### config.mk
export PLATFORM = sky130hd
export DESIGN_NAME = pmp_top
export DESIGN_NICKNAME = d
export VERILOG_FILES = /design/src/pmp_pkg.sv /design/src/pmp_region_cfg.sv /design/src/pmp_region_match.sv /design/src/pmp_fault_unit.sv /design/src/pmp_top.sv
export SDC_FILE = /design/constraint.sdc
export NUM_CORES = 2
export LEC_CHECK = 0
export BUFFER_PORTS_ARGS = -buffer_cell sky130_fd_sc_hd__buf_2
export CELL_PAD_IN_SITES_DETAIL_PLACEMENT = 0
export CELL_PAD_IN_SITES_GLOBAL_PLACEMENT = 1
export CORE_MARGIN = 1
export CORE_UTILIZATION = 50
export DETAILED_ROUTE_END_ITERATION = 7
export GPL_ROUTABILITY_DRIVEN = 0
export PLACE_DENSITY = 0.92
export SLEW_MARGIN = 20
export SYNTH_ARGS = -nofsm -noshare
export SYNTH_HDL_FRONTEND = slang
export SYNTH_SLANG_ARGS = --single-unit
export TNS_END_PERCENT = 30
### constraint.sdc
create_clock -name i_clk -period 6.3 [get_ports i_clk]
set_clock_uncertainty 0.1 [all_clocks]
set_input_delay 1.26 -clock i_clk [delete_from_list [all_inputs] [get_ports i_clk]]
set_output_delay 1.26 -clock i_clk [all_outputs]
set_load 0.01 [all_outputs]
### src/pmp_pkg.sv
// Shared constants and types for the PMP unit.
// Wishbone addresses are word addresses; the low two bits select a register
// and the upper bits select a region, so at most 16 regions are reachable.
// Flag bits follow the {valid, lock, read, write, execute} order.

package pmp_pkg;

    // Wishbone port widths
    localparam int WB_DATA_BITS = 32;
    localparam int WB_ADDR_BITS = 6;    // Word address

    // Register selector, low two bits of the word address
    localparam logic [1:0] REG_START = 2'd0;    // Inclusive start address
    localparam logic [1:0] REG_END   = 2'd1;    // Inclusive end address
    localparam logic [1:0] REG_FLAGS = 2'd2;
    localparam logic [1:0] REG_FAULT = 2'd3;    // Fault record, regions 0 and 1 only

    // Flag bit positions inside one region's flags field
    localparam int FL_V = 4;    // Region valid
    localparam int FL_L = 3;    // Locked, checked even with protection off
    localparam int FL_R = 2;
    localparam int FL_W = 1;
    localparam int FL_X = 0;

    // Width of one region's flags in the flat table
    localparam int FL_BITS = FL_V + 1;

    // Flags as they appear in a write to REG_FLAGS
    typedef struct packed {
        logic [26:0] pad;
        logic        valid;
        logic        lock;
        logic        read;
        logic        write;
        logic        execute;
    } pmp_flags_t;

    // One write word, seen as an address or as flags
    // depending on the register selector
    typedef union packed {
        logic [WB_DATA_BITS-1:0] addr;
        pmp_flags_t              flags;
    } pmp_wdata_u;

endpackage

### src/pmp_region_cfg.sv
// Wishbone classic slave holding the PMP region table.
// Ack comes one cycle after a request and never two cycles running.
// REG_FAULT of region 0 reads {valid, cause} and a write there clears the record;
// REG_FAULT of region 1 reads the fault address. Other REG_FAULT slots read zero.

`timescale 1ns/1ps

module pmp_region_cfg #(
    parameter int ADDR_BITS   = 32,
    parameter int NUM_REGIONS = 8
) (
    input  logic                               i_clk,
    input  logic                               i_nrst,
    input  logic                               i_wb_cyc,
    input  logic                               i_wb_stb,
    input  logic                               i_wb_we,
    input  logic [pmp_pkg::WB_ADDR_BITS-1:0]   i_wb_adr,
    input  logic [pmp_pkg::WB_DATA_BITS-1:0]   i_wb_dat,
    input  logic                               i_fault_valid,
    input  logic [1:0]                         i_fault_cause,
    input  logic [ADDR_BITS-1:0]               i_fault_addr,
    output logic [pmp_pkg::WB_DATA_BITS-1:0]   o_wb_dat,
    output logic                               o_wb_ack,
    output logic [NUM_REGIONS*ADDR_BITS-1:0]   o_tbl_start,
    output logic [NUM_REGIONS*ADDR_BITS-1:0]   o_tbl_end,
    output logic [NUM_REGIONS*pmp_pkg::FL_BITS-1:0] o_tbl_flags,
    output logic                               o_fault_clear
);

    import pmp_pkg::*;

    localparam int SEL_BITS = WB_ADDR_BITS - 2;

    logic [ADDR_BITS-1:0]    tbl_start [NUM_REGIONS];
    logic [ADDR_BITS-1:0]    tbl_end   [NUM_REGIONS];
    logic [FL_BITS-1:0]      tbl_flags [NUM_REGIONS];

    pmp_wdata_u              wdata;
    logic                    req;
    logic                    wr_en;
    logic [1:0]              reg_sel;
    logic [SEL_BITS-1:0]     rgn_sel;
    logic [WB_DATA_BITS-1:0] rdata;

    assign wdata   = i_wb_dat;
    assign req     = i_wb_cyc & i_wb_stb & ~o_wb_ack;   // New request, not yet acked
    assign wr_en   = req & i_wb_we;
    assign reg_sel = i_wb_adr[1:0];
    assign rgn_sel = i_wb_adr[WB_ADDR_BITS-1:2];

    // Record clear lands on the same edge as the ack
    assign o_fault_clear = wr_en && (rgn_sel == '0) && (reg_sel == REG_FAULT);

    // Table writes
    always_ff @(posedge i_clk or negedge i_nrst) begin
        if (!i_nrst) begin
            for (int i = 0; i < NUM_REGIONS; i++) begin
                tbl_start[i] <= '0;
                tbl_end[i]   <= '0;
                tbl_flags[i] <= '0;
            end
        end else if (wr_en) begin
            for (int i = 0; i < NUM_REGIONS; i++) begin
                if (int'(rgn_sel) == i) begin
                    case (reg_sel)
                        REG_START: tbl_start[i] <= wdata.addr[ADDR_BITS-1:0];
                        REG_END:   tbl_end[i]   <= wdata.addr[ADDR_BITS-1:0];
                        REG_FLAGS: begin
                            tbl_flags[i] <= {wdata.flags.valid, wdata.flags.lock,
                                             wdata.flags.read, wdata.flags.write,
                                             wdata.flags.execute};
                            // Dropping valid also removes the range
                            if (!wdata.flags.valid) begin
                                tbl_start[i] <= '0;
                                tbl_end[i]   <= '0;
                            end
                        end
                        default: ;  // REG_FAULT handled by the fault unit
                    endcase
                end
            end
        end
    end

    // Read mux
    always_comb begin
        rdata = '0;
        for (int i = 0; i < NUM_REGIONS; i++) begin
            if (int'(rgn_sel) == i) begin
                case (reg_sel)
                    REG_START: rdata[ADDR_BITS-1:0] = tbl_start[i];
                    REG_END:   rdata[ADDR_BITS-1:0] = tbl_end[i];
                    REG_FLAGS: rdata[FL_BITS-1:0]   = tbl_flags[i];
                    default:   ;
                endcase
            end
        end
        if (reg_sel == REG_FAULT) begin
            if (rgn_sel == SEL_BITS'(0)) begin
                rdata[WB_DATA_BITS-1] = i_fault_valid;
                rdata[1:0]            = i_fault_cause;
            end else if (rgn_sel == SEL_BITS'(1)) begin
                rdata[ADDR_BITS-1:0] = i_fault_addr;
            end
        end
    end

    always_ff @(posedge i_clk or negedge i_nrst) begin
        if (!i_nrst) begin
            o_wb_ack <= 1'b0;
        end else begin
            o_wb_ack <= req;
        end
    end

    // Read data held for the ack cycle
    always_ff @(posedge i_clk) begin
        if (req) begin
            o_wb_dat <= rdata;
        end
    end

    // Flatten the table for the matchers
    always_comb begin
        for (int i = 0; i < NUM_REGIONS; i++) begin
            o_tbl_start[i*ADDR_BITS +: ADDR_BITS] = tbl_start[i];
            o_tbl_end[i*ADDR_BITS +: ADDR_BITS]   = tbl_end[i];
            o_tbl_flags[i*FL_BITS +: FL_BITS]     = tbl_flags[i];
        end
    end

endmodule

### src/pmp_region_match.sv
// Combinational region lookup for one address.
// Bounds are inclusive. The lowest matching valid region decides.
// With no applicable region the access is allowed only when i_ena is low.

`timescale 1ns/1ps

module pmp_region_match #(
    parameter int ADDR_BITS   = 32,
    parameter int NUM_REGIONS = 8
) (
    input  logic [ADDR_BITS-1:0]                     i_addr,
    input  logic                                     i_ena,
    input  logic [NUM_REGIONS*ADDR_BITS-1:0]         i_tbl_start,
    input  logic [NUM_REGIONS*ADDR_BITS-1:0]         i_tbl_end,
    input  logic [NUM_REGIONS*pmp_pkg::FL_BITS-1:0]  i_tbl_flags,
    output logic                                     o_r,
    output logic                                     o_w,
    output logic                                     o_x
);

    import pmp_pkg::*;

    always_comb begin
        logic [ADDR_BITS-1:0] rgn_start;
        logic [ADDR_BITS-1:0] rgn_end;
        logic [FL_BITS-1:0]   rgn_flags;
        logic                 in_range;
        logic                 applies;

        // Default when nothing matches
        o_r = ~i_ena;
        o_w = ~i_ena;
        o_x = ~i_ena;

        // Walk down so a lower index overrides a higher one
        for (int i = NUM_REGIONS - 1; i >= 0; i--) begin
            rgn_start = i_tbl_start[i*ADDR_BITS +: ADDR_BITS];
            rgn_end   = i_tbl_end[i*ADDR_BITS +: ADDR_BITS];
            rgn_flags = i_tbl_flags[i*FL_BITS +: FL_BITS];

            in_range = (i_addr >= rgn_start) && (i_addr <= rgn_end);
            // Locked regions are enforced even with protection off
            applies  = rgn_flags[FL_V] && (i_ena || rgn_flags[FL_L]);

            if (in_range && applies) begin
                o_r = rgn_flags[FL_R];
                o_w = rgn_flags[FL_W];
                o_x = rgn_flags[FL_X];
            end
        end
    end

endmodule

### src/pmp_fault_unit.sv
// Fault outputs are combinational from the strobes and permissions.
// The record holds the first fault only, fetch before load before store,
// until i_clear. A clear wins over a capture in the same cycle.

`timescale 1ns/1ps

module pmp_fault_unit #(
    parameter int ADDR_BITS = 32
) (
    input  logic                 i_clk,
    input  logic                 i_nrst,
    input  logic                 i_fetch_req,
    input  logic                 i_load_req,
    input  logic                 i_store_req,
    input  logic [ADDR_BITS-1:0] i_iaddr,
    input  logic [ADDR_BITS-1:0] i_daddr,
    input  logic                 i_fetch_x,
    input  logic                 i_data_r,
    input  logic                 i_data_w,
    input  logic                 i_clear,
    output logic                 o_fetch_fault,
    output logic                 o_load_fault,
    output logic                 o_store_fault,
    output logic                 o_fault_valid,
    output logic [1:0]           o_fault_cause,
    output logic [ADDR_BITS-1:0] o_fault_addr
);

    // Cause encoding as read back over Wishbone
    localparam logic [1:0] CAUSE_FETCH = 2'd1;
    localparam logic [1:0] CAUSE_LOAD  = 2'd2;
    localparam logic [1:0] CAUSE_STORE = 2'd3;

    logic any_fault;

    assign o_fetch_fault = i_fetch_req & ~i_fetch_x;
    assign o_load_fault  = i_load_req  & ~i_data_r;
    assign o_store_fault = i_store_req & ~i_data_w;

    assign any_fault = o_fetch_fault | o_load_fault | o_store_fault;

    // Sticky record of the first fault
    always_ff @(posedge i_clk or negedge i_nrst) begin
        if (!i_nrst) begin
            o_fault_valid <= 1'b0;
            o_fault_cause <= '0;
            o_fault_addr  <= '0;
        end else if (i_clear) begin
            o_fault_valid <= 1'b0;
            o_fault_cause <= '0;
            o_fault_addr  <= '0;
        end else if (!o_fault_valid && any_fault) begin
            o_fault_valid <= 1'b1;
            if (o_fetch_fault) begin
                o_fault_cause <= CAUSE_FETCH;
                o_fault_addr  <= i_iaddr;
            end else if (o_load_fault) begin
                o_fault_cause <= CAUSE_LOAD;
                o_fault_addr  <= i_daddr;
            end else begin
                o_fault_cause <= CAUSE_STORE;
                o_fault_addr  <= i_daddr;
            end
        end
    end

endmodule

### src/pmp_top.sv
// PMP unit top level with a Wishbone classic configuration port.
// ADDR_BITS must be at most 32; NUM_REGIONS a power of two, at most 16.
// Checks are combinational; table writes are seen the cycle after ack.

`timescale 1ns/1ps

module pmp_top #(
    parameter int ADDR_BITS   = 32,
    parameter int NUM_REGIONS = 8
) (
    input  logic                             i_clk,
    input  logic                             i_nrst,
    input  logic                             i_wb_cyc,
    input  logic                             i_wb_stb,
    input  logic                             i_wb_we,
    input  logic [pmp_pkg::WB_ADDR_BITS-1:0] i_wb_adr,
    input  logic [pmp_pkg::WB_DATA_BITS-1:0] i_wb_dat,
    input  logic                             i_ena,
    input  logic [ADDR_BITS-1:0]             i_iaddr,
    input  logic [ADDR_BITS-1:0]             i_daddr,
    input  logic                             i_fetch_req,
    input  logic                             i_load_req,
    input  logic                             i_store_req,
    output logic [pmp_pkg::WB_DATA_BITS-1:0] o_wb_dat,
    output logic                             o_wb_ack,
    output logic                             o_fetch_fault,
    output logic                             o_load_fault,
    output logic                             o_store_fault
);

    import pmp_pkg::*;

    logic [NUM_REGIONS*ADDR_BITS-1:0] tbl_start;
    logic [NUM_REGIONS*ADDR_BITS-1:0] tbl_end;
    logic [NUM_REGIONS*FL_BITS-1:0]   tbl_flags;
    logic                             fetch_x;
    logic                             data_r;
    logic                             data_w;
    logic                             fault_valid;
    logic [1:0]                       fault_cause;
    logic [ADDR_BITS-1:0]             fault_addr;
    logic                             fault_clear;

    pmp_region_cfg #(
        .ADDR_BITS   (ADDR_BITS),
        .NUM_REGIONS (NUM_REGIONS)
    ) u_cfg (
        .i_clk         (i_clk),
        .i_nrst        (i_nrst),
        .i_wb_cyc      (i_wb_cyc),
        .i_wb_stb      (i_wb_stb),
        .i_wb_we       (i_wb_we),
        .i_wb_adr      (i_wb_adr),
        .i_wb_dat      (i_wb_dat),
        .i_fault_valid (fault_valid),
        .i_fault_cause (fault_cause),
        .i_fault_addr  (fault_addr),
        .o_wb_dat      (o_wb_dat),
        .o_wb_ack      (o_wb_ack),
        .o_tbl_start   (tbl_start),
        .o_tbl_end     (tbl_end),
        .o_tbl_flags   (tbl_flags),
        .o_fault_clear (fault_clear)
    );

    // Instruction side, execute permission only
    pmp_region_match #(
        .ADDR_BITS   (ADDR_BITS),
        .NUM_REGIONS (NUM_REGIONS)
    ) u_fetch_match (
        .i_addr      (i_iaddr),
        .i_ena       (i_ena),
        .i_tbl_start (tbl_start),
        .i_tbl_end   (tbl_end),
        .i_tbl_flags (tbl_flags),
        .o_r         (),
        .o_w         (),
        .o_x         (fetch_x)
    );

    // Data side, read and write permission
    pmp_region_match #(
        .ADDR_BITS   (ADDR_BITS),
        .NUM_REGIONS (NUM_REGIONS)
    ) u_data_match (
        .i_addr      (i_daddr),
        .i_ena       (i_ena),
        .i_tbl_start (tbl_start),
        .i_tbl_end   (tbl_end),
        .i_tbl_flags (tbl_flags),
        .o_r         (data_r),
        .o_w         (data_w),
        .o_x         ()
    );

    pmp_fault_unit #(
        .ADDR_BITS (ADDR_BITS)
    ) u_fault (
        .i_clk         (i_clk),
        .i_nrst        (i_nrst),
        .i_fetch_req   (i_fetch_req),
        .i_load_req    (i_load_req),
        .i_store_req   (i_store_req),
        .i_iaddr       (i_iaddr),
        .i_daddr       (i_daddr),
        .i_fetch_x     (fetch_x),
        .i_data_r      (data_r),
        .i_data_w      (data_w),
        .i_clear       (fault_clear),
        .o_fetch_fault (o_fetch_fault),
        .o_load_fault  (o_load_fault),
        .o_store_fault (o_store_fault),
        .o_fault_valid (fault_valid),
        .o_fault_cause (fault_cause),
        .o_fault_addr  (fault_addr)
    );

endmodule

==> out/metrics.yaml <==
hold_path_class: "register to register"
startpoint: "i_daddr[15]"
routed.top_layer: "met5"
max_slew.worst_pin.slew_ps: 1380
timing.fmax_ghz: 0.159
port_buffers: 146
reg2reg_from: "u_cfg.o_tbl_end[47]$_DFFE_PN0P_"
drv_slew: 0
yosys.area.top_type: "dfrtp_1"
syn2layout_area_growth_pct: 12.1
via_count: 50521
r2r_cells: 17
syn_inst: 5935
worstPathCellList: "buf_2 > ha_1 > nand4_1 > nor4_2 > buf_4 > nand3_1 > o31a_1 > a311oi_2 > buf_4 > nor3b_1 > nor3_1 > buf_4 > a2bb2oi_4 > inv_1 > buf_2"
wl_met2_um: 86900
setup_viol: 0
synth_top_area_frac: 0.287
die_w_um: 322
critPathBufInv: 6
crit_top_cell: "buf_4"
slew_headroom: 0.0712
path_depth: 15
yosysMostFrequentCell: "ha_1"
required_ps: 4940
fillers: 9066
synth-seq-area-share: 0.306
grt_pass1_wl_um: 319000
cp_data_arrival_time_ps: 4930
place_inst: 7464
grt_overflow_total: 0
grt_pass1_vias: 47113
fin_util: 0.565
min_period_ps: 6290
grt_max_degree: 126
p_leak_uw: 0.0253
synthesis.area_um2: 51300
track_usage: 0.424
core_um2: 102000
cts_buffers: 76
synthTopCellsByCount: "1024 x ha_1, 840 x nand2_1, 753 x o21ai_0"
finalCritPeriodShare: 0.998
clockRootBuffer: "clkbuf_16"
status: "finished with violations"
dr_wl_met3_um: 33000
dr.pass1.iters: 8
crit_type: "input pin to output port"
antenna_found_initial: 17
cp_max_fo: 13
start_util: 0.504
rsz0062_at_grt: "false"
postSynth.asyncResetShare: 0.948
synthFlopType: "dfrtp_1"
wirelength_um: 222000
drc: 11
die-height_um: 322
critPathMaxStageDelay_ps: 720
drive_gt1_frac: 0.102
nNetsFinal: 7314
drv_cap: 0
cts_tree: "built"
syn_nets: 7070
p_total_uw: 11400
hold_buffers: 0
clk_latency_ps: 700
synth_cell_types: 88
num_io_pins: 147
yosys_warnings: 0
yosys-top-cells-area: "dfrtp_1 29%, ha_1 25%, o21ai_0 7.4%, nand2_1 6.1%, inv_1 4.3%"
wl_met1_um: 84400
die_area_um2: 104000
violations: "design-rule violations"
start_kind: "input pin"
synth_edf_count: 32
fp-row-count: 117
hold_viol_final: 0
ff2ff_setup_slack_ps: 1500
cpMaxStageDelayCell: "nor4_2"
ir_worst_vdd_mv: 0.204
layout.cells.non_filler: 7612
multi_input_area_um2: 32700
clock_sinks: 620
crit_end: "o_store_fault"
ant_nets: 0
ctsLongestPathBuffers: 3
power.density_nw_per_um2: 198
synth-seq-cells: 620
htree_levels: 3
place_area_um2: 55000
avgSynthCellArea_um2: 8.64
clk_pin_slew_worst_paths_ps: 60
cp_top_family: "simple AND/OR/NAND/NOR gates"
rr_endpoint: "u_fault.o_fault_addr[24]$_DFFE_PN0P_"
cp-end-kind: "output port"
dp_hpwl_um: 169000
wl_per_cell_um: 29.2
first_iter_violations: 7342
design_area_um2: 57500
viasPerCell: 6.64
seq_area_um2: 15700
## per-layer routing
| metal | track usage | vias to the layer above |
|---|---|---|
| met5 | 0.00139 | - |
| met4 | 0.281 | 23 |
| met3 | 0.160 | 906 |
| met2 | 0.582 | 3614 |
| met1 | 0.550 | 24029 |
| li1 | - | 21949 |
## cell usage in the layout (no fill, tap or decap), types with 35 or more instances in the layout
cell	count
ha_1	1024
a21oi_1	378
mux2i_1	199
nor2_1	212
buf_2	144
nor4_1	45
a22oi_1	35
dfrtp_1	588
nand4_1	147
buf_4	229
o22ai_1	87
a21o_1	93
clkbuf_16	76
o21ai_0	751
inv_1	590
nand2_1	824
nor2b_1	39
a211oi_1	51
o211ai_1	36
nand3_1	85
nor3_1	42
## power breakdown
| group | switching (uW) | internal [uW] | leakage (uW) |
|---|---|---|---|
| Combinational | 1690 | 920 | 0.0159 |
| Clock | 1930 | 2430 | 0.00115 |
| Sequential | 194 | 4230 | 0.00829 |
## per-stage QoR
| stage | setup TNS (ps) | setup WS [ps] | hold WS, ps |
|---|---|---|---|
| after floorplan | 0 | 1060 | 350 |
| after global placement | -4100 | -648 | 362 |
| after detailed placement | -194 | -113 | 370 |
| after CTS | 0 | 33.9 | 382 |
| after global routing | 0 | 14.4 | 406 |
| final | 0 | 10.2 | 380 |
## flip-flops by register name, indices dropped and copies added, names as in the netlist
register / cells
u_cfg.o_tbl_end: 256
u_cfg.o_tbl_start: 256
u_cfg.o_tbl_flags: 40
u_cfg.o_wb_dat: 32
u_fault.o_fault_addr: 32
u_fault.o_fault_cause: 2
u_cfg.o_wb_ack: 1
u_fault.o_fault_valid: 1
## cells by family after synthesis
| kind of cell | count (synthesis) | share of synthesized area |
|---|---|---|
| muxes | 234 | 0.0472 |
| and+or+nand+nor | 1530 | 0.134 |
| adders and majority gates | 1024 | 0.250 |
| AOI/OAI and AO/OA | 1708 | 0.203 |
| buffers and inverters | 819 | 0.0608 |
| DFF | 620 | 0.306 |
## worst min-delay path: cells and delay by family, from the launching register on
family / cells / cell delay, ps
flops: 1 / 340
compound gates: 1 / 60
simple gates: 1 / 40
## worst min-delay path by stage
stage	start	to	slack [ps]	cells after the start
floorplan	u_cfg.o_tbl_end[134]$_DFFE_PN0P_	u_cfg.o_tbl_end[134]$_DFFE_PN0P_	350	2
global placement	u_cfg.o_tbl_end[134]$_DFFE_PN0P_	u_cfg.o_tbl_end[134]$_DFFE_PN0P_	360	2
detailed placement	u_cfg.o_tbl_end[139]$_DFFE_PN0P_	u_cfg.o_tbl_end[139]$_DFFE_PN0P_	370	2
CTS	u_cfg.o_tbl_end[139]$_DFFE_PN0P_	u_cfg.o_tbl_end[139]$_DFFE_PN0P_	380	2
global route	u_cfg.o_tbl_start[155]$_DFFE_PN0P_	u_cfg.o_tbl_start[155]$_DFFE_PN0P_	410	2
finish	u_cfg.o_tbl_start[176]$_DFFE_PN0P_	u_cfg.o_tbl_start[176]$_DFFE_PN0P_	380	2
## timing repair
action | in CTS | in global routing
setup buffers | 0 | 5
pin swaps | 0 | 3
resized for setup | 2 | 12
hold endpoints to repair | 0 | 0
setup endpoints to repair | 2 | 3
## cell type report
| class | instances | area share |
|---|---|---|
| clock inverters | 29 | 0.00413 |
| clock buffers | 107 | 0.0374 |
| flip-flops and latches | 620 | 0.273 |
| repair buffers | 392 | 0.0489 |
| well taps | 1368 | 0.0298 |
| multi-input cells | 4496 | 0.568 |
| inverters | 593 | 0.0388 |
| diodes | 7 | 0.000305 |
Power figures use the tool's default switching activity.
